<file path="config.mk">
export PLATFORM = sky130hd
export DESIGN_NAME = debug_req_gate
export DESIGN_NICKNAME = d
export VERILOG_FILES = /design/src/rtl/debug_req_gate.sv
export SDC_FILE = /design/constraint.sdc
export NUM_CORES = 1
export LEC_CHECK = 0
export BUFFER_PORTS_ARGS = -buffer_cell sky130_fd_sc_hd__buf_2
export CAP_MARGIN = 20
export CORE_AREA = 2 2 39 41
export CTS_CLUSTER_SIZE = 12
export DETAILED_ROUTE_END_ITERATION = 10
export DIE_AREA = 0 0 41 43
export PLACE_DENSITY_LB_ADDON = 0.15
export SLEW_MARGIN = 40
export SYNTH_ARGS = -nofsm -noshare
export SYNTH_HDL_FRONTEND = slang
export SYNTH_SLANG_ARGS = --single-unit
</file>
<file path="constraint.sdc">
create_clock -name clk_i -period 4.4 [get_ports clk_i]
set_clock_uncertainty 0.1 [all_clocks]
set_input_delay 0.22 -clock clk_i [delete_from_list [all_inputs] [get_ports clk_i]]
set_output_delay 0.22 -clock clk_i [all_outputs]
set_load 0.01 [all_outputs]
</file>
<file path="src/rtl/debug_req_gate.sv">
`timescale 1ns/1ps

module debug_req_gate #(
  parameter int unsigned DbgDelayCycles = 500
) (
  input  logic clk_i,
  input  logic rst_ni,
  input  logic debug_req_i,
  output logic debug_req_o
);

  localparam int unsigned CntW = (DbgDelayCycles > 0) ? $clog2(DbgDelayCycles + 1) : 1;

  logic [CntW-1:0] cnt_q;
  logic            open;

  // Boot code runs undisturbed until the count expires
  assign open = (cnt_q == '0);

  always_ff @(posedge clk_i or negedge rst_ni) begin
    if (!rst_ni) begin
      cnt_q <= CntW'(DbgDelayCycles);
    end else if (!open) begin
      cnt_q <= cnt_q - 1'b1;
    end
  end

  assign debug_req_o = open ? debug_req_i : 1'b0;

endmodule

</file>
# ---- Word level (Yosys, flattened, before mapping)
# Cells that the tools add are included.
# Widths: inputs -> output; s select.
dict set report totals {
  ff_bits 9
  input_bits 3
  ramBits 0
  latch_bits 0
  memories 0
  output_inout_bits 1
  romBits 0
}
dict set report op_classes {
  n_eq_ne 0
  div_mod_pow 0
  bitwise 0
  n_mul 0
  n_reduce_logical 1
  add_sub_neg 1
  magnitude_cmp 0
  shift 0
  mux 1
}
# cell count
set ops {}
lappend ops {{$logic_not 9->1} 1}
lappend ops {{$sub 9x1->9 const B} 1}
lappend ops {{$mux 1} 1}

# ---- Depth between registers and ports, before layout
dict set report logic_depth {
  depth_word 2
  depth_mapped 5
}

# ---- Worst setup path after synthesis
# Ideal clock, no wire load.
dict set report synth_timing {
  path_type {register to output}
  startpoint {reg cnt_q[3]}
  endpoint {out debug_req_o}
  required_ns 4.080
  n_path_buf 0
  setup_slack_ns 2.588
  stages_incl_launch_ff 4
  arrival_time_ns 1.492
  path_cell_list {dfrtp_1 or4_4 nor4_4 and2_2}
}
dict set report synth_via {
  elab_chain_cells 2
}
# element line_no
set synth_rtl {}
lappend synth_rtl {{start, declared} 14} ;# logic [CntW-1:0] cnt_q;
lappend synth_rtl {{start signal, assigned} 22} ;# cnt_q <= CntW'(DbgDelayCycles);
lappend synth_rtl {{start signal, assigned} 24} ;# cnt_q <= cnt_q - 1'b1;
lappend synth_rtl {{$logic_not 9->1} 18} ;# assign open = (cnt_q == '0);
lappend synth_rtl {{$mux 1} 28} ;# assign debug_req_o = open ? debug_req_i : 1'b0;
lappend synth_rtl {{end, declared} 9} ;# output logic debug_req_o
# No other way between the ends.

# ---- Worst setup path after layout
# Ends and elaborated chain as after synthesis.

==> results.yml <==
critical_path:
  critPathMaxFanout: 5
  cp-end-kind: "output port"
  crit_arrival_ps: 1950
  rr_startpoint: "cnt_q[3]"
  setup.worst_path.start_class: "register"
  path_class: "reg -> out"
  critical_path.max_stage_delay_ps: 590
  cpMaxStageDelayCell: "sky130_fd_sc_hd__or4_4"
  path_cells: "or4_4 -> nor4_4 -> and2_2 -> buf_2"
  timing.reg2reg.worst_path_depth: 3
  crit_required_ps: 4080
  worst-r2r-setup-slack_ps: 2630
  reg2reg_to: "cnt_q[1]"
synth:
  synth_simple_gate_area_share: 0.223
  synthDominantAreaCellType: "sky130_fd_sc_hd__dfstp_2"
  synth_cells: 39
  synth_top_family_by_area: "simple AND/OR/NAND/NOR gates"
  postSynthRegisterBits: 9
  synthXorXnorAreaFrac: 0.0197
  netlist.area_leader.share: 0.355
  synth.net_count: 43
  synth_compound_area_frac: 0.141
  synth.yosys.warnings: 0
  synth_mux_area_frac: 0.0479
  synth.cell_area_um2: 444
  avgSynthCellArea_um2: 11.4
  dominant_cells_by_area_after_synthesis: "sky130_fd_sc_hd__dfstp_2 35%, sky130_fd_sc_hd__dfrtp_1 17%, sky130_fd_sc_hd__o21ai_0 6.8%, sky130_fd_sc_hd__nor4_4 4.8%, sky130_fd_sc_hd__o31ai_1 3.4%"
  synth_sequential_area_ratio: 0.524
  ys_types: 20
  yosys.area_share.adder: 0.0282
power:
  power.density_nw_per_um2: 294
  report.power.total_uw: 151
  vdd_drop_max_uv: 126
  leakage_uw: 0.000235
placement:
  dp_worst_setup_slack_ps: 2390
  place.detailed.instances: 58
  globalplace.congestion: 0.719
  io_buffer_count: 3
  place_area_um2: 479
  dp_hpwl_um: 563
sta:
  setup_violations: 0
  min_tclk_post_route_ps: 2270
  layout_setup_ws_ps: 2130
  finalMaxSlewViolations: 0
  fin_setup_tns_ps: 0
  fmax_ghz: 0.440
  rsz_0062_raised_after_global_routing: "false"
  max-slew-margin-rel: 0.755
  period_share: 0.516
  final_hold_viol_count: 0
  worst_margin_pin_slew_ps: 364
global_routing:
  grt_start_max_net_pins: 10
  wire_length_of_the_first_global_routing_pass_mm: 1.26
  vias_in_the_first_global_route: 309
  grt-ovfl-total: 0
  grt_usage: 0.108
  grt_antenna_before_repair: 0
clock_tree:
  ctsRootBufferMaster: "sky130_fd_sc_hd__clkbuf_4"
  tritoncts.num_buffers: 3
  h-tree-depth: 1
  path_clk_slew_ps: 60
  tritoncts: "yes"
  clock_path_buffers: 2
  clkLatencyLatePin_ps: 260
  clock-sinks: 9
  post_cts_buffers: 0
  cts.repair.resized: 0
flow_run:
  max-cap-violations: 0
cells_and_area:
  final_nets: 52
  max_flop_register: "cnt_q"
  synthToLayoutAreaGrowth_pct: 16.1
  drive_above_1_share: 0.404
  antennaDiodeCount: 0
  commonest_non_fill_non_tap_cells_in_the_layout: "6 x sky130_fd_sc_hd__o21ai_0, 6 x sky130_fd_sc_hd__dfstp_2, 3 x sky130_fd_sc_hd__clkbuf_4, 3 x sky130_fd_sc_hd__dfrtp_1, 3 x sky130_fd_sc_hd__buf_2"
  post_route_non_filler_standard_cell_count: 63
  final_instance_area_um2: 515
  largest_register_ffs: 9
  biggestRegsByFlops: "cnt_q x9"
route:
  totalWireLength_um: 745
  detailroute.via_count: 324
  avgViaCountPerCell: 5.14
  routed_wire_length_per_instance_um: 11.8
  first_iter_violations: 4
  drc: 0
  drt-pass1-iter-count: 2
  ant_nets: 0
die:
  rows: 14
  floorplan.initialDensity: 0.321
  coreArea_um2: 1380
  die_w_um: 41
  die-area_um2: 1760
  chipHeight_um: 43
  ioPinCount: 4
worst_hold_path:
  min-delay-path-class: "in -> async"
outcome:
  run_status: "finished, final reports clean"
-- where the power goes --
| group | switching (uW) | internal [uW] | total, uW |
|---|---|---|---|
| clock | 29.3 | 35.0 | 64.3 |
| sequential | 0 | 83.0 | 83.0 |
| combinational | 2.22 | 1.83 | 4.05 |
-- worst max-delay path by stage --
stage | startpoint | to
detailed placement | cnt_q[3] | debug_req_o
CTS | cnt_q[3] | debug_req_o
global placement | cnt_q[3] | debug_req_o
floorplan | cnt_q[3] | debug_req_o
global route | cnt_q[3] | debug_req_o
finish | cnt_q[3] | debug_req_o
-- cell usage after synthesis, drive strengths merged --
cell,instances
dfstp,6
o21ai,6
dfrtp,3
inv,2
nand2b,2
nor2,2
nor3,2
o31ai,2
or2,2
or3,2
and2,1
ha,1
mux2,1
mux2i,1
nand2,1
nor4,1
o21bai,1
o31a,1
or4,1
xnor2,1
-- cells by family (layout without fill, tap and decap cells) --
family / after synthesis / in the layout
flops: 9 / 9
mux: 2 / 2
fa+ha+maj: 1 / 1
xor+xnor: 1 / 1
compound gates: 10 / 10
simple gates: 14 / 14
buf+inv: 2 / 10
-- area by class of cell --
| type | instances | area [um2] |
|---|---|---|
| clock buffer | 4 | 26.3 |
| fill | 141 | 868 |
| inverter | 2 | 7.51 |
| multi-input combinational | 28 | 204 |
| sequential | 9 | 233 |
| tap | 16 | 20.0 |
| timing repair buffer | 4 | 25.0 |
-- through the flow --
step,utilization,hold WS (ps)
after floorplan,-,-176
after global placement,0.346,-19.8
after detailed placement,0.346,-19.5
after CTS,0.373,248
after global routing,0.373,265
final,0.373,242
-- repair_timing --
action,CTS,global route
setup endpoints to repair,0,0
hold endpoints to repair,9,0
hold buffers,1,0
-- critical path, delay by kind of cell (launching register included) --
family	cells	cell delay, ps
AND/OR/NAND/NOR	3	1160
flip-flops	1	410
buffers and inverters	1	120
-- per-layer routing --
metal,share of wire,track usage
met5,0,0
met2,0.46,0.141
met3,0.044,0.0314
met1,0.48,0.155
met4,0.017,0.0600
No activity file was read; power rests on OpenSTA's default activity.
