## src/common/soc_pkg.sv

```systemverilog
package soc_pkg;

  // --------------------------------------------------
  // Bus widths and transfer structs
  // --------------------------------------------------
  localparam int unsigned AddrWidth = 32;
  localparam int unsigned DataWidth = 64;
  localparam int unsigned BeWidth   = DataWidth / 8;

  typedef struct packed {
    logic [AddrWidth-1:0] addr;
    logic                 we;
    logic [DataWidth-1:0] wdata;
    logic [BeWidth-1:0]   be;
  } bus_req_t;

  typedef struct packed {
    logic [DataWidth-1:0] rdata;
    logic                 err;
  } bus_rsp_t;

  // --------------------------------------------------
  // Address map
  // --------------------------------------------------
  typedef enum logic [1:0] {
    TgtRom,
    TgtSpm,
    TgtTimer,
    TgtNone
  } target_e;

  typedef struct packed {
    target_e              tgt;
    logic [AddrWidth-1:0] start_addr;
    logic [AddrWidth-1:0] length;
  } addr_rule_t;

  localparam int unsigned NumRules = 3;

  // Half-open ranges, start inclusive
  localparam addr_rule_t AddrMap [NumRules] = '{
    '{tgt: TgtRom,   start_addr: 32'h0000_1000, length: 32'h0000_1000},
    '{tgt: TgtTimer, start_addr: 32'h0200_0000, length: 32'h0001_0000},
    '{tgt: TgtSpm,   start_addr: 32'h8000_0000, length: 32'h0001_0000}
  };

  // --------------------------------------------------
  // Target constants
  // --------------------------------------------------
  localparam int unsigned RomWords = 16;
  localparam logic [31:0] RomSeed  = 32'hB007_0000;

  localparam logic [AddrWidth-1:0] TimerMsipOff = 32'h0000_0000;
  localparam logic [AddrWidth-1:0] TimerCmpOff  = 32'h0000_4000;
  localparam logic [AddrWidth-1:0] TimerTimeOff = 32'h0000_BFF8;

endpackage

```

## src/rtl/bootrom.sv

```systemverilog
`timescale 1ns/1ps

module bootrom
  import soc_pkg::*;
(
  input  logic                 clk_i,
  input  logic                 sel_i,
  input  bus_req_t             req_i,
  output logic [DataWidth-1:0] rdata_o
);

  localparam int unsigned RomIdxW = $clog2(RomWords);

  logic [DataWidth-1:0] rom_table [RomWords];
  logic [AddrWidth-4:0] word_idx;
  logic [DataWidth-1:0] rdata_q;

  // Seed plus index on top, its inverse below
  function automatic logic [DataWidth-1:0] rom_entry(int unsigned idx);
    logic [31:0] word;
    word = RomSeed + idx;
    return {word, ~word};
  endfunction

  for (genvar i = 0; i < RomWords; i++) begin : gen_table
    assign rom_table[i] = rom_entry(i);
  end

  assign word_idx = req_i.addr[AddrWidth-1:3];

  // Writes and out-of-table reads return zero
  always_ff @(posedge clk_i) begin
    if (sel_i) begin
      if (!req_i.we && (word_idx < RomWords)) begin
        rdata_q <= rom_table[word_idx[RomIdxW-1:0]];
      end else begin
        rdata_q <= '0;
      end
    end
  end

  assign rdata_o = rdata_q;

endmodule

```

## config.mk

```make
export PLATFORM = sky130hd
export DESIGN_NAME = bootrom
export DESIGN_NICKNAME = d
export VERILOG_FILES = /design/src/common/soc_pkg.sv /design/src/rtl/bootrom.sv
export SDC_FILE = /design/constraint.sdc
export NUM_CORES = 1
export LEC_CHECK = 0
export ABC_AREA = 0
export ABC_CLOCK_PERIOD_IN_PS = 1000
export BUFFER_PORTS_ARGS = -buffer_cell sky130_fd_sc_hd__buf_2
export CORE_AREA = 2 2 66 68
export CTS_CLUSTER_DIAMETER = 80
export DETAILED_ROUTE_END_ITERATION = 10
export DIE_AREA = 0 0 68 70
export GPL_ROUTABILITY_DRIVEN = 0
export PLACE_DENSITY_LB_ADDON = 0.2
export SYNTH_ARGS = -nofsm -noshare
export SYNTH_HDL_FRONTEND = slang
export SYNTH_SLANG_ARGS = --single-unit
```

## constraint.sdc

```tcl
create_clock -name clk_i -period 1 [get_ports clk_i]
set_input_delay 0.15 -clock clk_i [delete_from_list [all_inputs] [get_ports clk_i]]
set_output_delay 0.15 -clock clk_i [all_outputs]
set_load 0.01 [all_outputs]
```

Word-level counts from Yosys, hierarchy flattened --
Memory sizes are Yosys's and may differ from the RTL's. A register that Yosys moved wholly into a read port is not among the register bits. Cells that the tools add are included.
Word-level totals: register bits after elaboration 0, bits in read-only memories 1024, input port bits 107, memories kept 1
Cells by class: order comparisons 1, bitwise gates (word level) 1, reduce and logical (&&, ||, !) cells 3
Memories:
- (no name shown) | depth 16, bits a word 64, rd ports 1, clocked after memory_dff 1, wr ports 0, RTL line bootrom.sv:35 | rdata_q <= rom_table[word_idx[RomIdxW-1:0]];
Operators by type and width (count):
- less-than comparator 29 x 5 -> 1 bit (second input constant) | 1
- inverter 4 -> 5 bit | 1
- zero test 1 bit | 2
- logical AND 1 bit | 1

Logic depth before layout (Yosys ltp) --
Gate-level depths: netlist (run 1).
depth after elaboration 3, mapped depth 3, gate-level depth less buffers 3

Worst setup path before layout (run 1) --
No wires, ideal clock.
kind register to output, start register, netlist name rdata_o[61], end output rdata_o[10], arrival time 1008 ps, data required time 850 ps, path slack -158 ps, cell stages (with the launch flop) 2, buffers on the path 1, cells stage by stage edfxtp_1 > buf_4
RTL lines:
- end, declared | RTL line bootrom.sv:9 | output logic [DataWidth-1:0] rdata_o

Final worst setup path (run 1) --
start input req_i[90] in the netlist's numbering, end register rdata_q[61] (netlist: rdata_o[61]) (data pin)
Between the ends: cells in the longest elaborated chain, start to end 3
RTL lines:
- start, declared | RTL line bootrom.sv:8 | input bus_req_t req_i,
- less-than comparator 29 x 5 -> 1 bit | RTL line bootrom.sv:34 | if (!req_i.we && (word_idx < RomWords)) begin
- logical AND 1 bit | RTL line bootrom.sv:34
- zero test 1 bit (no line)
- end, declared | RTL line bootrom.sv:16 | logic [DataWidth-1:0] rdata_q;
No other way between the ends.

==> results of run 1 <==
## power by group through the flow
stage                     logic [mW]  clock network [mW]  registers (mW)
final                          0.321               0.409           0.439
after global routing           0.354               0.436           0.441
after CTS                      0.298               0.417           0.440
after detailed placement       0.273                   0           0.446
after global placement         0.273                   0           0.446
after floorplan                0.252                   0           0.468
## path summary, 6_finish.rpt
check | start | end | slack [ps]
min | req_i[79] | rdata_o[3] | 220
max | req_i[90] | rdata_o[61] | -70
## cells in the mapped netlist
cell type / number / share of area, %
nand2_1: 5 / 2.3
nor2_1: 1 / 0.46
nor4_1: 10 / 7.7
or4_1: 1 / 0.92
buf_4: 55 / 51
conb_1: 1 / 0.46
nor3_1: 5 / 3.1
edfxtp_1: 9 / 33
nand4_2: 1 / 1.5
## through the flow
step                power [mW]  worst slack, ps
CTS                       1.16            -79.2
floorplan                0.720             -158
detailed placement       0.719             -352
global placement         0.719             -333
finish                    1.17            -73.2
global route              1.23             -119
## repair_timing
item,4_1_cts,5_1_grt
pin swaps,11,12
buffers inserted,2,1
endpoints found under the setup margin,37,37
resized for setup,22,14
## layout make-up
type                            count  area, um^2
Timing Repair Buffer               76         484
Tap cell                           52        65.1
Multi-Input combinational cell     51         409
Clock buffer                        4        45.0
Fill cell                         449        2870
Sequential cell                     9         270
## logic make-up (layout without fill, tap and decap cells)
family | after synthesis | after routing | share of synthesized area (%)
other cells | 1 | 28 | 0.459
flops | 9 | 9 | 33.1
simple gates | 23 | 23 | 15.9
buf+inv | 55 | 80 | 50.5
## placed cells by master, fill, tap and decap left out, drive strengths merged
| cell | count |
|---|---|
| nor4 | 10 |
| or4 | 1 |
| nor2 | 1 |
| nand2 | 5 |
| clkbuf | 4 |
| buf | 76 |
| conb | 28 |
| edfxtp | 9 |
| nand4 | 1 |
| nor3 | 5 |
## layer usage
layer,vias to the layer above,track usage [%]
li1,323,-
met1,296,5.81
met2,70,12.0
met3,5,2.09
met4,0,6.00
met5,-,0
==> results.toml, run 1 <==
[run_status]
run_status = "complete, but fails checks"
violations = "negative setup slack"

[power]
seqPwrFrac_pct = 37.6
share_clk_of_total_power_pct = 35.0
swShare_pct = 27.5
p_leak_nw = 0.645
p_comb_share_pct = 27.4
switchingPower_mw = 0.322
p_int_mw = 0.847
ir_worst_vdd_mv = 0.301
p_per_area_nw_per_um2 = 918

[global_routing]
grt_pass1_vias = 562
grt_usage_pct = 6.79
grt-ovfl-total = 0
grt_pass1_wl_um = 2330
grt_max_degree = 29
antenna_found_initial = 0

[route]
drt_iter0_drc = 4
drc = 0
antenna_left = 0
highest_layer = "met4"
via_per_inst = 3.61
routed_wl_um = 1730
vias = 694
wl_met2_um = 950
avgRoutedWirePerCell_um = 8.99
met1_length_um = 455
dr.pass1.iters = 2
wl_met3_um = 264

[cts]
numCtsBuffers = 3
cts_root_buf = "clkbuf_8"
hold_buffers = 0
cts.sinks = 9
cts_tree = "built"
htreeDepth = 1
cts.clk_slew.worst_paths_ps = 40
cts_buffer_depth = 2

[place]
dp_cells = 185
placed_cell_area_um2 = 996
port_buffers = 67
hpwlAfterDp_um = 1480

[yosys]
synthesis.area_um2 = 817
avgSynthCellArea_um2 = 9.28
netlist_instances = 88
yosysUniqueCellTypes = 9
yosysSeqAreaShare_pct = 33.1
synth-seq-cells = 9
yosys_warnings = 0

[timing]
setup_ws_ps = -73.2
rsz0062_at_grt = "true"
finalHoldViolCount = 0
holdWs_ps = 224
slew_violations = 0
setup_viol_count_final = 32
setup_tns_ps = -1860
period_needed_ps = 1070
clock.fmax_mhz = 932
fin_crit_sh_pct = 107

[final_layout]
largest_reg_flops = 9
syn_to_final_growth_pct = 55.9
fin_area_um2 = 1270
fin_cells = 192
final_util_pct = 30.7
drive_gt1_share_pct = 68.6
nets = 248
antenna_cells = 0

[run]
max_cap_viol_count = 0

[floorplanning]
coreArea_um2 = 4140
io-pin-count = 171
fp-row-count = 24
dieArea_um2 = 4760
fp.dieH_um = 70
initial_core_util_pct = 19.7
die_w_um = 68

[setup_path]
cp-start-kind = "input pin"
cp_num_buf_inv = 2
cp-end-kind = "register"
crit_fanout = 5
crit_cells = 4
path_class = "in2reg"
crit_chain = "buf_6 -> or4_4 -> buf_6 -> nor3_2"
cpMostUsedCell = "buf_6"
crit_family = "simple AND/OR/NAND/NOR gates"
critPathMaxStageDelay_ps = 600
cp_data_arrival_time_ps = 1150
cp_slowest_cell = "or4_4"
crit_required_ps = 1080

[min_path]
hold_class = "in2reg"
min_delay_path_depth = 2
Note: power is estimated with default switching activity, not from simulation.
==> run 2, diff against run 1 <==
==> constraint.sdc (replaced) <==
create_clock -name clk_i -period 1 [get_ports clk_i]
set_input_delay 0.05 -clock clk_i [delete_from_list [all_inputs] [get_ports clk_i]]
set_output_delay 0.05 -clock clk_i [all_outputs]
set_load 0.01 [all_outputs]
==> run 2 against run 1 <==
  * The run now ends clean
  * Maximum frequency up 9.6%
  * Combinational power decreased by 7.8%
  * Largest cell class unchanged
  * Sequential share of layout area up 3.4 points
  * Die area is the same
  * Critical path type unchanged
  * Global-route usage up 0.29 points
  * Sequential power hardly changed
  * Via count down 2.7%
  * Cell area decreased by 14%
  * Cell count decreased by 2.6%
  * Non-clock buffer count decreased by 6
  * Critical path depth is the same
  * Setup slack better by 94 ps
==> results.toml, run 2 (synthesized netlist as in run 1, its figures left out) <==
[timing]
holdWs_ps = 131
period_needed_ps = 979
clock.fmax_mhz = 1020
slew_violations = 0
setup_viol_count_final = 0
rsz0062_at_grt = "true"
finalHoldViolCount = 0
fin_crit_sh_pct = 97.9

[setup_path]
critPathMaxStageDelay_ps = 350
path_class = "in2reg"
cp-end-kind = "register"
crit_required_ps = 1060
crit_start = "req_i[97]"
cp_data_arrival_time_ps = 1040
crit_fanout = 5
crit_family = "simple AND/OR/NAND/NOR gates"
crit_chain = "buf_2 -> nor4_4 -> nand4_4 -> nor4_4"
cp-start-kind = "input pin"
cp_slowest_cell = "nor4_4"
cpMostUsedCell = "nor4_4"
cp_num_buf_inv = 1

[min_path]
min_from = "req_i[77]"
hold_class = "in2reg"

[final_layout]
largest_reg_flops = 9
final_common_cell = "buf_2"
drive_gt1_share_pct = 61.5
syn_to_final_growth_pct = 34.5
final_util_pct = 26.5
antenna_cells = 0
final_cell_mix = "buf_2, conb_1, edfxtp_1"
fin_cells = 187
nets = 243

[global_routing]
grt_pass1_vias = 571
grt_max_degree = 15
grt_pass1_wl_um = 2440
grt-ovfl-total = 0
antenna_found_initial = 0
grt_usage_pct = 7.09

[place]
port_buffers = 67
dp_cells = 180
hpwlAfterDp_um = 1440

[power]
total_power_mw = 1.15
p_per_area_nw_per_um2 = 1040
ir_worst_vdd_mv = 0.282
p_leak_nw = 0.522

[route]
via_per_inst = 3.61
drc = 0
antenna_left = 0
dr.pass1.iters = 4
drt_iter0_drc = 4
routed_wl_um = 1740
vias = 675
avgRoutedWirePerCell_um = 9.29

[run]
max_cap_viol_count = 0

[cts]
cts.sinks = 9
cts.clk_slew.worst_paths_ps = 40
cts_root_buf = "clkbuf_8"
htreeDepth = 1
cts_buffer_depth = 2
cts_tree = "built"
numCtsBuffers = 3

[floorplanning]
dieArea_um2 = 4760
initial_core_util_pct = 19.7
die_w_um = 68
fp.dieH_um = 70
fp-row-count = 24
io-pin-count = 171
coreArea_um2 = 4140

[run_status]
run_status = "completed"
run 2: repair_timing:
| action | CTS | global route |
|---|---|---|
| pin swaps | 1 | 5 |
| cloned | 1 | 0 |
| gates resized for setup | 5 | 13 |
| buffers inserted | 2 | 0 |
| hold buffers | 0 | 0 |
| setup endpoints to repair | 32 | 32 |
run 2: path summary, 6_finish.rpt:
path | endpoint | slack, ps | cells after the start
worst max-delay path | rdata_o[0] | 20 | 4
worst min-delay path | rdata_o[1] | 130 | 2
run 2: stage by stage:
| stage | worst slack, ps | setup TNS [ps] | area (um^2) |
|---|---|---|---|
| global route | -42.6 | -880 | 1100 |
| floorplan | -57.6 | -1560 | 941 |
| finish | 21.2 | 0 | 1100 |
| detailed placement | -261 | -1670 | 936 |
| CTS | 3.91 | 0 | 1040 |
| global placement | -203 | -1520 | 936 |
run 2: area by class of cell:
class                   count  area (um^2)
multi-input cells          52          335
repair buffers             70          383
fillers                   469         3050
well taps                  52         65.1
clock buffers               4         45.0
flip-flops and latches      9          270
run 2: where the power goes:
part | internal [mW] | total (mW) | switching, mW
Combinational | 0.119 | 0.296 | 0.177
Sequential | 0.434 | 0.440 | 0.00539
Clock | 0.277 | 0.412 | 0.135
run 2: layer usage:
layer | up-vias | global-route usage [%] | wire, um
li1 | 316 | - | -
met1 | 282 | 7.21 | 501
met2 | 72 | 11.5 | 880
met3 | 5 | 2.90 | 314
met4 | 0 | 4.67 | 42
met5 | - | 0 | 0
==> run 3, diff against run 2 <==
--- a/config.mk
+++ b/config.mk
@@ -6,12 +6,12 @@
 export NUM_CORES = 1
 export LEC_CHECK = 0
 export ABC_AREA = 0
-export ABC_CLOCK_PERIOD_IN_PS = 1000
+export ABC_CLOCK_PERIOD_IN_PS = 1220
 export BUFFER_PORTS_ARGS = -buffer_cell sky130_fd_sc_hd__buf_2
-export CORE_AREA = 2 2 66 68
+export CORE_AREA = 2 2 67 69
 export CTS_CLUSTER_DIAMETER = 80
 export DETAILED_ROUTE_END_ITERATION = 10
-export DIE_AREA = 0 0 68 70
+export DIE_AREA = 0 0 69 71
 export GPL_ROUTABILITY_DRIVEN = 0
 export PLACE_DENSITY_LB_ADDON = 0.2
 export SYNTH_ARGS = -nofsm -noshare
==> constraint.sdc (replaced) <==
create_clock -name clk_i -period 1.22 [get_ports clk_i]
set_input_delay 0.061 -clock clk_i [delete_from_list [all_inputs] [get_ports clk_i]]
set_output_delay 0.061 -clock clk_i [all_outputs]
set_load 0.01 [all_outputs]
==> run 3 against run 2 <==
  * Critical endpoint is now rdata_o[34]
  * Critical path depth up 1
  * Worst hold slack better by 11 ps
  * Non-clock buffer count up 1
==> results.toml, run 3 (synthesized netlist as in run 1, its figures left out) <==
[cts]
cts_buffer_depth = 2
cts.clk_slew.worst_paths_ps = 40
cts_tree = "built"
post_cts_resize_count = 0
post_cts_buffers = 2
cts.sinks = 9
htreeDepth = 1
numCtsBuffers = 3
hold_buffers = 0
cts_root_buf = "clkbuf_8"

[final_layout]
syn_to_final_growth_pct = 20.1
final_common_cell = "buf_2"
fin_area_um2 = 981
drive_gt1_share_pct = 55.6
register_area_um2 = 270
final_util_pct = 23.3
multiInputGateArea_um2 = 235
final_cell_mix = "buf_2, conb_1, nor4_1"
num-fill-cells = 468
antenna_cells = 0
nets = 243
largest_reg_flops = 9

[global_routing]
grt_usage_pct = 6.07
grt_pass1_vias = 585
grt_pass1_wl_um = 2370
antenna_found_initial = 0
grt_max_degree = 15
grt-ovfl-total = 0

[floorplanning]
coreArea_um2 = 4200
dieArea_um2 = 4900
initial_core_util_pct = 19.4
fp.dieH_um = 71
fp-row-count = 24
io-pin-count = 171
die_w_um = 69

[place]
port_buffers = 67
preCtsSetupSlack_ps = -142
hpwlAfterDp_um = 1380
placed_cell_area_um2 = 921

[route]
avgRoutedWirePerCell_um = 8.68
via_per_inst = 3.49
routed_wl_um = 1620
vias = 652
drc = 0
drt_iter0_drc = 12
antenna_left = 0
dr.pass1.iters = 4

[timing]
fin_crit_sh_pct = 89.7
rsz0062_at_grt = "false"
slew_violations = 0
clock.fmax_mhz = 914
finalHoldViolCount = 0
period_needed_ps = 1090
setup_ws_ps = 126
setup_viol_count_final = 0

[run]
max_cap_viol_count = 0

[setup_path]
crit_fanout = 6
cp_data_arrival_time_ps = 1150
cp-end-kind = "register"
path_class = "in2reg"
cp-start-kind = "input pin"
crit_required_ps = 1280

[min_path]
hold_class = "in2reg"

[power]
total_power_mw = 0.909
switchingPower_mw = 0.242
swShare_pct = 26.7
share_clk_of_total_power_pct = 37.0
p_per_area_nw_per_um2 = 927
p_leak_nw = 0.501
p_comb_share_pct = 23.4
seqPwrFrac_pct = 39.6
ir_worst_vdd_mv = 0.466
p_int_mw = 0.667

[run_status]
run_status = "completed"
-- run 3: through the flow --
step | setup TNS (ps) | hold WS (ps) | instances
finish | 0 | 141 | 187
global route | 0 | 149 | 187
CTS | 0 | 130 | 187
detailed placement | -588 | 371 | 181
global placement | -290 | 376 | 181
floorplan | 0 | 173 | 115
-- run 3: area by class of cell --
cell class / instances / share of cell area, %
multi-input cells: 51 / 24.0
clock buffers: 4 / 4.59
well taps: 52 / 6.63
repair buffers: 71 / 37.2
flip-flops and latches: 9 / 27.6
-- run 3: metal layers --
metal  vias to the layer above  global-route usage, %  wire length (um)
met5                         -                      0                 0
li1                        312                      -                 -
met2                        64                   12.0               872
met1                       276                   5.92               519
met4                         0                   2.61                 0
met3                         0                   1.57               232
-- run 3: worst paths after layout --
path	start	to	slack (ps)	cells past startpoint
setup / recovery	req_i[101]	rdata_o[34]	130	5
hold / removal	req_i[77]	rdata_o[1]	140	2
-- run 3: power by group through the flow --
| stage | registers [mW] | clock network [mW] | logic [mW] |
|---|---|---|---|
| floorplan | 0.384 | 0 | 0.202 |
| global placement | 0.373 | 0 | 0.198 |
| detailed placement | 0.375 | 0 | 0.198 |
| CTS | 0.360 | 0.346 | 0.214 |
| global route | 0.361 | 0.355 | 0.234 |
| finish | 0.360 | 0.336 | 0.213 |
-- run 3: worst max-delay path, cell delays in order --
cell and delay [ps]:
buf_2 90, nor4_1 350, nand4_2 230, buf_4 210, nor3_1 210
