===== src/common/soc_pkg.sv =====
package soc_pkg;

  // --------------------------------------------------
  // Bus widths and transfer structs
  // --------------------------------------------------
  localparam int unsigned AddrWidth = 32;
  localparam int unsigned DataWidth = 64;
  localparam int unsigned BeWidth   = DataWidth / 8;

  typedef struct packed {
    logic [AddrWidth-1:0] addr;
    logic                 we;
    logic [DataWidth-1:0] wdata;
    logic [BeWidth-1:0]   be;
  } bus_req_t;

  typedef struct packed {
    logic [DataWidth-1:0] rdata;
    logic                 err;
  } bus_rsp_t;

  // --------------------------------------------------
  // Address map
  // --------------------------------------------------
  typedef enum logic [1:0] {
    TgtRom,
    TgtSpm,
    TgtTimer,
    TgtNone
  } target_e;

  typedef struct packed {
    target_e              tgt;
    logic [AddrWidth-1:0] start_addr;
    logic [AddrWidth-1:0] length;
  } addr_rule_t;

  localparam int unsigned NumRules = 3;

  // Half-open ranges, start inclusive
  localparam addr_rule_t AddrMap [NumRules] = '{
    '{tgt: TgtRom,   start_addr: 32'h0000_1000, length: 32'h0000_1000},
    '{tgt: TgtTimer, start_addr: 32'h0200_0000, length: 32'h0001_0000},
    '{tgt: TgtSpm,   start_addr: 32'h8000_0000, length: 32'h0001_0000}
  };

  // --------------------------------------------------
  // Target constants
  // --------------------------------------------------
  localparam int unsigned RomWords = 16;
  localparam logic [31:0] RomSeed  = 32'hB007_0000;

  localparam logic [AddrWidth-1:0] TimerMsipOff = 32'h0000_0000;
  localparam logic [AddrWidth-1:0] TimerCmpOff  = 32'h0000_4000;
  localparam logic [AddrWidth-1:0] TimerTimeOff = 32'h0000_BFF8;

endpackage


===== src/rtl/soc_xbar.sv =====
`timescale 1ns/1ps

module soc_xbar
  import soc_pkg::*;
(
  input  logic                 clk_i,
  input  logic                 rst_ni,
  // Master side
  input  logic                 req_valid_i,
  input  bus_req_t             req_i,
  output logic                 rsp_valid_o,
  output bus_rsp_t             rsp_o,
  // Target side
  output logic                 rom_sel_o,
  output logic                 spm_sel_o,
  output logic                 tmr_sel_o,
  output bus_req_t             req_o,
  input  logic [DataWidth-1:0] rom_rdata_i,
  input  logic [DataWidth-1:0] spm_rdata_i,
  input  logic [DataWidth-1:0] tmr_rdata_i
);

  target_e              tgt_d, tgt_q;
  logic [AddrWidth-1:0] offset;
  logic                 valid_q;

  // --------------------------------------------------
  // Request decode
  // --------------------------------------------------
  always_comb begin
    tgt_d  = TgtNone;
    offset = '0;
    for (int unsigned i = 0; i < NumRules; i++) begin
      // Subtract first so start + length never has to be formed
      if ((req_i.addr >= AddrMap[i].start_addr) &&
          ((req_i.addr - AddrMap[i].start_addr) < AddrMap[i].length)) begin
        tgt_d  = AddrMap[i].tgt;
        offset = req_i.addr - AddrMap[i].start_addr;
      end
    end
  end

  assign rom_sel_o = req_valid_i && (tgt_d == TgtRom);
  assign spm_sel_o = req_valid_i && (tgt_d == TgtSpm);
  assign tmr_sel_o = req_valid_i && (tgt_d == TgtTimer);

  // Targets see a region-relative address
  always_comb begin
    req_o      = req_i;
    req_o.addr = offset;
  end

  // --------------------------------------------------
  // Response path
  // --------------------------------------------------
  always_ff @(posedge clk_i or negedge rst_ni) begin
    if (!rst_ni) begin
      valid_q <= 1'b0;
      tgt_q   <= TgtNone;
    end else begin
      valid_q <= req_valid_i;
      tgt_q   <= tgt_d;
    end
  end

  assign rsp_valid_o = valid_q;

  always_comb begin
    rsp_o = '0;
    case (tgt_q)
      TgtRom:   rsp_o.rdata = rom_rdata_i;
      TgtSpm:   rsp_o.rdata = spm_rdata_i;
      TgtTimer: rsp_o.rdata = tmr_rdata_i;
      // Unmapped, decode error with zero data
      default:  rsp_o.err   = 1'b1;
    endcase
  end

endmodule


===== config.mk =====
export PLATFORM = sky130hd
export DESIGN_NAME = soc_xbar
export DESIGN_NICKNAME = d
export VERILOG_FILES = /design/src/common/soc_pkg.sv /design/src/rtl/soc_xbar.sv
export SDC_FILE = /design/constraint.sdc
export NUM_CORES = 1
export LEC_CHECK = 0
export BUFFER_PORTS_ARGS = -buffer_cell sky130_fd_sc_hd__buf_2
export CORE_AREA = 2 2 184 186
export CTS_BUF_LIST = sky130_fd_sc_hd__clkbuf_16
export DETAILED_ROUTE_END_ITERATION = 10
export DIE_AREA = 0 0 186 188
export HOLD_SLACK_MARGIN = 0.08
export SYNTH_ARGS = -nofsm -noshare
export SYNTH_HDL_FRONTEND = slang
export SYNTH_SLANG_ARGS = --single-unit

===== constraint.sdc =====
create_clock -name clk_i -period 3.4 [get_ports clk_i]
set_input_delay 0.68 -clock clk_i [delete_from_list [all_inputs] [get_ports clk_i]]
set_output_delay 0.68 -clock clk_i [all_outputs]
set_load 0.01 [all_outputs]

# --- Word level (Yosys, flattened, before mapping) ---
# Cells that the tools add are included.
op_classes:
  add_sub_neg: 3
  order_cmp: 6
  eq_ne: 4
  n_mux: 8
  n_reduce_logical: 9
ops:
  columns: ["operator", "n"]
  rows:
  - ["$pmux 64 s3", 1]
  - ["$mux 32", 3]
  - ["$lt 32x17->1 const B", 2]
  - ["$ge 32x13->1 const B", 1]
  - ["$ge 32x26->1 const B", 1]
  - ["$ge 32x32->1 const B", 1]
  - ["$lt 32x13->1 const B", 1]
  - ["$sub 32x13->32 const B", 1]
  - ["$sub 32x26->32 const B", 1]
  - ["$sub 32x32->32 const B", 1]
  - ["$logic_and 1x1->1", 6]
  - ["$mux 2", 3]
  - ["$eq 2x1->1 const B", 2]
  - ["$eq 2x2->1 const B", 2]
  - ["$logic_not 2->1", 2]
  - ["$reduce_or 3->1", 1]
  - ["$mux 1", 1]
totals:
  regBits: 3
  inputBits: 300
  output_inout_bits: 174
  wordCells: 32

# --- Depth between registers and ports, before layout ---
# Gate-level depths: netlist of the first run.
logic_depth:
  word_depth: 8
  mapped_depth: 9
  depth_no_buf: 8

# --- Least setup slack after synthesis of the first run ---
# OpenSTA, ideal clock, no wires.
synth_path:
  path_type: "input port to output port"
  from: "input port req_i[91] (netlist name)"
  to: "output port req_o[75] (netlist name)"
  t_arrival_ns: 2.674
  required_ns: 2.720
  setup_slack_ns: 0.046
  path_stages: 6
  n_path_buf: 1
  cell_sequence: "or4_4 -> or4_1 -> a2111o_1 -> o31ai_4 -> buf_4 -> and2_1"
synth_lines:
  columns: ["item", "line", "text"]
  rows:
  - ["start, declared", "soc_xbar.sv:10", "input bus_req_t req_i,"]
  - ["end, declared", "soc_xbar.sv:17", "output bus_req_t req_o,"]

==> results.md, run 1 <==
Run:
- The number of maximum-capacitance violations is 0.

Logic synthesis:
- Summing the sequential cell areas from Yosys gives 3.07% of the chip area.
- Synthesis inferred 3 register bits.
- The distinct cell type count after synthesis is 35.
- The share of async-settable or async-resettable flops after synthesis is 100%.
- In this run, synthesis inferred 0 flip-flops with an integrated enable.
- For this run, the number of Yosys warnings is 0.
- The cell area that synthesis handed to floorplanning was 2530 um^2.
- After synthesis, the mean cell area works out to 6.66 um^2.
- After synthesis, the cell types taking the most area are sky130_fd_sc_hd__buf_4, sky130_fd_sc_hd__mux2i_1, sky130_fd_sc_hd__o21ai_0, sky130_fd_sc_hd__nand2_1, sky130_fd_sc_hd__and2_1.
- The most used flip-flop cell after synthesis is sky130_fd_sc_hd__dfstp_2.
- Of all cell types, the one taking the most synthesized area is sky130_fd_sc_hd__buf_4.
- The top cell type by area accounts for 26.7% of the synthesized area.
- After technology mapping, the gate count stands at 380.

Die:
- The die is 188 um tall.
- 474 I/O pins were placed.
- Once the floorplan was initialized, standard cells occupied 7.64% of the core.
- Measured along the x axis, the die boundary spans 186 um.
- The initialized floorplan defines 67 standard-cell rows.
- The die footprint is 35000 um^2.
- The area of the core is 33100 um^2.

Clock network:
- The clock net in this run drives a total of 3 sinks.
- The CTS tree is yes.
- The level count of the clock H-tree is 1.
- The count of hold buffers inserted by post-cts repair is 0.
- The root buffer cell chosen for the clock tree is sky130_fd_sc_hd__clkbuf_16.
- The clock transition at the registers of the reported paths is 0.03 ns.
- No sink is reached through more buffers than the 2 on the longest clock path.
- Counting the buffers created by CTS gives 3.

Route:
- The DRC marker count from the first detailed-route iteration is 81.
- The DRC violations left is 0.
- In the final routed layout, each cell accounts on average for 13.3 um.
- After detailed routing, the number of vias per cell comes to 3.32.
- For this run, the detailed router's first-pass iteration total came to 4.
- In this run the remaining antenna-violating nets after routing total 0.
- The routed layout has 3580 vias.
- The wire length after detailed routing is 14400 um.

Place:
- The global placer's final weighted congestion is 0.740.
- After detailed placement, the design holds a cell count of 1067.
- The placed wire-length estimate is 12300 um.
- The number of buffers added on ports is 311.

Layout:
- The number of nets in the final layout is 931.
- The library cells used most frequently in the layout, excluding fill and tap cells, are sky130_fd_sc_hd__buf_2, sky130_fd_sc_hd__nand2_1, sky130_fd_sc_hd__mux2i_1, sky130_fd_sc_hd__o21ai_0, sky130_fd_sc_hd__buf_4.
- The share of post-route cells with drive strength above 1 is 58.7%.
- The finished layout holds 1077 standard cells, fillers aside.
- The library cell used most frequently in the layout, excluding fill and tap cells, is sky130_fd_sc_hd__buf_2.
- The synthesis-to-layout area growth is 76.0%.

STA:
- The worst relative slew slack is 26.1%.
- The final worst-path cycle share is 107%.
- The number of max-slew violations in the final report is 0.
- The worst path in the final design needs a cycle of 3.64 ns, including I/O delays and setup.
- The final setup violation count is 15.
- The slew at the pin closest to its max-slew limit is 1.11 ns.
- The number of hold violations in the final report came to 0.
- Setup repair after global routing could not meet its margin everywhere.
- The worst path setup slack after routing is -0.241 ns.
- The highest achievable clock rate is 275 MHz.

Critical path:
- The slowest library cell on the worst path is sky130_fd_sc_hd__or4_4.
- The data arrival time of the worst path is 2.96 ns.
- The element type at the critical path start is an input port.
- The critical path goes through buf_6 -> or4_4 -> or4_4 -> a2111o_1 -> buf_6 -> nor3_4 -> a22o_1 -> buf_2.
- The kind of critical path is in2out.
- The highest cell delay on the worst timing path is 0.55 ns.
- The top fanout value on the critical path is 4.
- The critical path required time is 2.72 ns.
- STA classifies the critical path endpoint as an output port.

Pwr:
- The power density over the cells is 99.0 nW/um^2.
- The static power due to leakage is 2.66 nW.
- The maximum resistive drop on vdd is 0.212 mV.
- Power comes to 0.000441 W.

Outcome:
- The final reports fail on negative setup slack.
- The flow ran to the end, but the final reports show violations.

Global route:
- The number of global-route vias before repair is 3346.
- The number of antenna violations at the first check in global routing is 11.
- Global routing finished with a remaining overflow of 0.
- The first global-routing pass estimated 18900 um of wire.
- Entering global routing, the biggest net connects 66 pins.
- Global routing consumed, over all layers together, 7.32% of the routing resources.

Min path:
- The path class of the tightest hold or removal check is in2async.
## where the power goes
group	internal [W]	switching, W
Clock	0.000152	0.0000322
Sequential	0.0000366	0.000000173
Combinational	0.000134	0.0000866
Total	0.000322	0.000119
## cell type report
class | count | area [um^2]
Fill cell | 3825 | 28700
Timing Repair Buffer | 339 | 1890
Multi-Input combinational cell | 275 | 1810
Tap cell | 448 | 561
Sequential cell | 3 | 81.3
Clock buffer | 3 | 75.1
Inverter | 6 | 22.5
Antenna cell | 2 | 5.00
Clock inverter | 1 | 3.75
## per-layer routing
layer	track usage (%)	vias up	share of wire (%)
met5	0	-	0.80
met4	2.03	18	2.3
met3	3.53	53	14
met2	14.1	274	49
met1	6.68	1554	34
li1	-	1681	-
## sequential cells by signal (all words and copies together) (netlist names)
register     count
rsp_valid_o      1
tgt_q            2
## logic make-up (layout without fill, tap and decap cells)
family          count (synthesis)  in the layout  share of synthesized area [%]
buf+inv                       117            349                           30.7
simple gates                  114            114                           21.1
compound gates                 70             70                           15.3
mux                            65             65                           25.8
xor+xnor                        7              7                           2.42
fa+ha+maj                       3              3                           1.48
flops                           3              3                           3.07
other cells                     1             18                          0.148
## repair_timing
item                                    4_1_cts  5_1_grt
setup buffers                                 4        1
pin swaps                                     8        7
resized for setup                            23       20
endpoints found under the setup margin       15       18
gates cloned                                  1        0
## synthesized netlist by cell type (2+ instances only)
master and number:
sky130_fd_sc_hd__ha_1 3, sky130_fd_sc_hd__mux2i_1 64, sky130_fd_sc_hd__nor2_1 8, sky130_fd_sc_hd__nor2b_1 3
sky130_fd_sc_hd__clkbuf_1 17, sky130_fd_sc_hd__buf_1 4, sky130_fd_sc_hd__nor4_1 3, sky130_fd_sc_hd__nor3_1 5
sky130_fd_sc_hd__o21ai_0 64, sky130_fd_sc_hd__buf_4 90, sky130_fd_sc_hd__xnor2_1 4, sky130_fd_sc_hd__nand3_1 3
sky130_fd_sc_hd__nand2_1 67, sky130_fd_sc_hd__and2_1 16, sky130_fd_sc_hd__dfstp_2 2, sky130_fd_sc_hd__inv_1 6
sky130_fd_sc_hd__xor2_1 3
## critical path, delay by kind of cell
family,cells,cell delay (ns)
and+or+nand+nor,3,1.29
buffers and inverters,3,0.37
AOI/OAI and AO/OA,2,0.63
## stage by stage
stage / setup WS (ns) / setup TNS (ns) / instance area [um^2] / utilization, % / hold WS [ns]
after floorplan: 0.0460 / 0 / 2590 / - / 0.384
after global placement: -0.249 / -3.52 / 4170 / 12.6 / 0.478
after detailed placement: -0.381 / -5.16 / 4170 / 12.6 / 0.479
after CTS: -0.265 / -3.68 / 4390 / 13.3 / 0.244
after global routing: -0.336 / -3.99 / 4450 / 13.4 / 0.250
final: -0.241 / -2.74 / 4450 / 13.4 / 0.245
## worst max path at each step
stage,startpoint,endpoint,slack (ns),depth (start not counted)
after global routing,req_i[91],req_o[86],-0.34,8
after CTS,req_i[91],req_o[79],-0.27,9
after floorplan,req_i[91],req_o[75],0.05,6
final,req_i[91],req_o[86],-0.24,8
after detailed placement,req_i[86],req_o[77],-0.38,10
after global placement,req_i[86],req_o[77],-0.25,10
Power figures use the tool's default switching activity.
==> run 2: changes to the inputs <==
==> constraint.sdc (replaced) <==
create_clock -name clk_i -period 3.7 [get_ports clk_i]
set_input_delay 0.74 -clock clk_i [delete_from_list [all_inputs] [get_ports clk_i]]
set_output_delay 0.74 -clock clk_i [all_outputs]
set_load 0.01 [all_outputs]
==> run 2 against run 1 <==
Net effect:
- the run still ends with negative setup slack left
- non-clock buffer count down 13
- power fell by 10%
- critical path depth did not move
- first-iteration DRC count down 15%
- sequential cell count is the same
- count of clock-buffer cells in the layout stayed put
- final area decreased by 5.1%
- worst hold slack improved by 0.067 ns
==> results.md, run 2 (synthesis gave the netlist of run 1 again) <==
Outcome:
- The flow ran to the end, but the final reports show violations.
- The checks that failed: negative setup slack.

STA:
- The worst path setup slack after routing is -0.00990 ns.
- The final critical-path required period is 3.71 ns.
- The final setup violation count is 6.
- The number of hold violations in the final report is 0.
- The slew at the pin closest to its max-slew limit is 0.713 ns.
- Setup repair after global routing could not meet its margin everywhere.
- The worst relative slew slack is 52.5%.
- The number of max-slew violations in the final report was 0.
- After layout, the worst path uses 100% of the clock period.
- For this run, the top clock speed supported by timing is 270 MHz.

Layout:
- Excluding fillers, the count of instances in the completed layout stands at 1066.
- The sequential cells in the finished layout cover a total of 81.3 um^2.
- In the final layout, the share of cells above drive strength 1 is 55.9%.
- The number of flip-flops in the largest register is 2.
- The most common library cell in the layout ignoring fill and taps is sky130_fd_sc_hd__buf_2.
- In the layout the commonest cells are sky130_fd_sc_hd__buf_2, sky130_fd_sc_hd__nand2_1, sky130_fd_sc_hd__mux2i_1, sky130_fd_sc_hd__o21ai_0, sky130_fd_sc_hd__conb_1.
- The multi-input combinational cells in the finished layout cover a total of 1770 um^2.
- Relative to the synthesized area, the layout overhead comes to 67.1%.
- The number of filler cells placed in the layout is 3821.
- Ranked by flip-flop count, first place goes to tgt_q.
- The number of nets in the final layout is 918.

Critical path:
- The slowest library cell on the worst path is sky130_fd_sc_hd__or4_4.
- The highest cell delay on the worst timing path is 0.55 ns.
- The kind of capture point of the worst setup path is an output port.
- The element type at the critical path start is an input port.
- The kind of critical path is in2out.
- The critical path required time is 2.96 ns.
- The cell with the most instances on the worst path is sky130_fd_sc_hd__buf_2.
- The signal on the critical path passes through buf_2 -> or4_4 -> or4_1 -> a2111o_1 -> o31ai_4 -> buf_12 -> and2_1 -> buf_2.
- The top fanout value on the critical path is 12.
- The data arrival time of the worst path is 2.97 ns.

Global route:
- The first global-routing pass estimated 18000 um of wire.
- Entering global routing, the biggest net connects 66 pins.
- The number of global-route vias before repair is 3300.
- The number of antenna violations at the first check in global routing is 13.
- The total overflow reported by the global router is 0.
- The global router's overall resource usage is 6.89%.

Pwr:
- Overall power consumption after layout is estimated at 0.000396 W.
- For this design the ratio of total power to cell area is 93.6 nW/um^2.
- Summed over all cells, the static leakage comes to 2.56 nW.
- The maximum resistive drop on vdd is 0.191 mV.

Die:
- The die footprint is 35000 um^2.
- The die outline width is 186 um.
- The initial cell density of the core is 7.64%.
- The vertical extent of the die is 188 um.
- The count of pins on the block boundary is 474.
- The area of the core is 33100 um^2.
- The site row count is 67.

Route:
- Wires add up to 13800 um.
- The number of detailed-route iterations in the first pass is 4.
- The remaining number of nets flagged by the antenna check after routing is 0.
- The DRC marker count from the first detailed-route iteration is 69.
- In the routed design, unresolved DRC markers number 0.
- In the final routed layout, each cell accounts on average for 12.9 um.
- Using the TritonRoute via totals, the vias-per-cell ratio works out to 3.27.
- The routed layout has 3491 vias.

Clock network:
- The maximum root-to-sink buffer count is 2.
- In this run, post-CTS hold repair placed 0 buffers.
- The count of buffers added by post-CTS timing repair for setup is 0.
- The CTS tree is yes.
- The tree is rooted in a sky130_fd_sc_hd__clkbuf_16.
- The clock transition at the registers of the reported paths is 0.03 ns.
- In this run, CTS created clock tree buffers numbering 3.
- Clock tree synthesis found a total of 3 sinks.
- The level count of the clock H-tree is 1.

Run:
- The number of maximum-capacitance violations is 0.

Place:
- The placed wire-length estimate is 12000 um.
- The number of buffers added on ports is 311.
- The global placer's final weighted congestion is 0.797.
- The number of placed instances, taps included is 1058.

Min path:
- The worst min-delay path category is in2async.
==> run 2: cell count changes in the layout (fill, tap and decap cells not counted), moves of 2 or more <==
cell / before / now
sky130_fd_sc_hd__and2_1: 5 / 15
sky130_fd_sc_hd__diode_2: 2 / 4
sky130_fd_sc_hd__and2_4: 11 / 1
sky130_fd_sc_hd__buf_4: 24 / 13
sky130_fd_sc_hd__buf_6: 19 / 1
sky130_fd_sc_hd__buf_2: 295 / 310
==> run 2: worst max path at each step <==
stage                     startpoint  cells after the start   endpoint  slack (ns)
after floorplan            req_i[91]                      6  req_o[75]        0.23
after global placement     req_i[86]                     10  req_o[77]       -0.08
after detailed placement   req_i[86]                     10  req_o[77]       -0.15
after CTS                  req_i[91]                      8  req_o[82]       -0.01
after global routing       req_i[85]                     11  req_o[82]       -0.08
final                      req_i[91]                      8  req_o[79]       -0.01
==> run 2: timing repair <==
item,in CTS,in global routing
endpoints found under the setup margin,15,15
resized for setup,8,2
pin swaps,1,0
cloned,0,0
==> run 2: per-layer routing <==
layer / GRT usage [%] / up-vias / wire length, um
met2: 13.1 / 267 / 6530
li1: - / 1655 / -
met1: 5.94 / 1495 / 4750
met4: 2.67 / 18 / 463
met5: 0 / - / 115
met3: 3.69 / 56 / 1920
==> run 2: power breakdown <==
| part | internal, W | switching [W] | leakage [nW] |
|---|---|---|---|
| registers | 0.0000336 | 0.000000232 | 0.0325 |
| logic | 0.000113 | 0.0000769 | 2.48 |
| clock network | 0.000140 | 0.0000319 | 0.0423 |
==> run 2: cell type report <==
type                            count  area share, %
Multi-Input combinational cell    275           41.9
Timing Repair Buffer              326           40.2
Tap cell                          448           13.3
Sequential cell                     3           1.92
Clock buffer                        3           1.78
Inverter                            6          0.533
Antenna cell                        4          0.237
Clock inverter                      1         0.0888
==> run 2: per-stage QoR <==
step	hold WS [ns]	util, %	instance area [um^2]	TNS, ns	setup slack, ns
6_report	0.312	12.8	4230	-0.0327	-0.00990
5_1_grt	0.309	12.8	4230	-0.918	-0.0807
4_1_cts	0.307	12.7	4210	-0.0367	-0.0130
3_5_place_dp	0.546	12.4	4100	-1.50	-0.145
3_3_place_gp	0.542	12.4	4100	-0.928	-0.0768
2_1_floorplan	0.444	-	2590	0	0.226
==> run 2: critical path, delay by kind of cell <==
| family | cells | cell delay, ns |
|---|---|---|
| and+or+nand+nor | 3 | 1.17 |
| AOI/OAI and AO/OA | 2 | 0.67 |
| buffers and inverters | 3 | 0.38 |
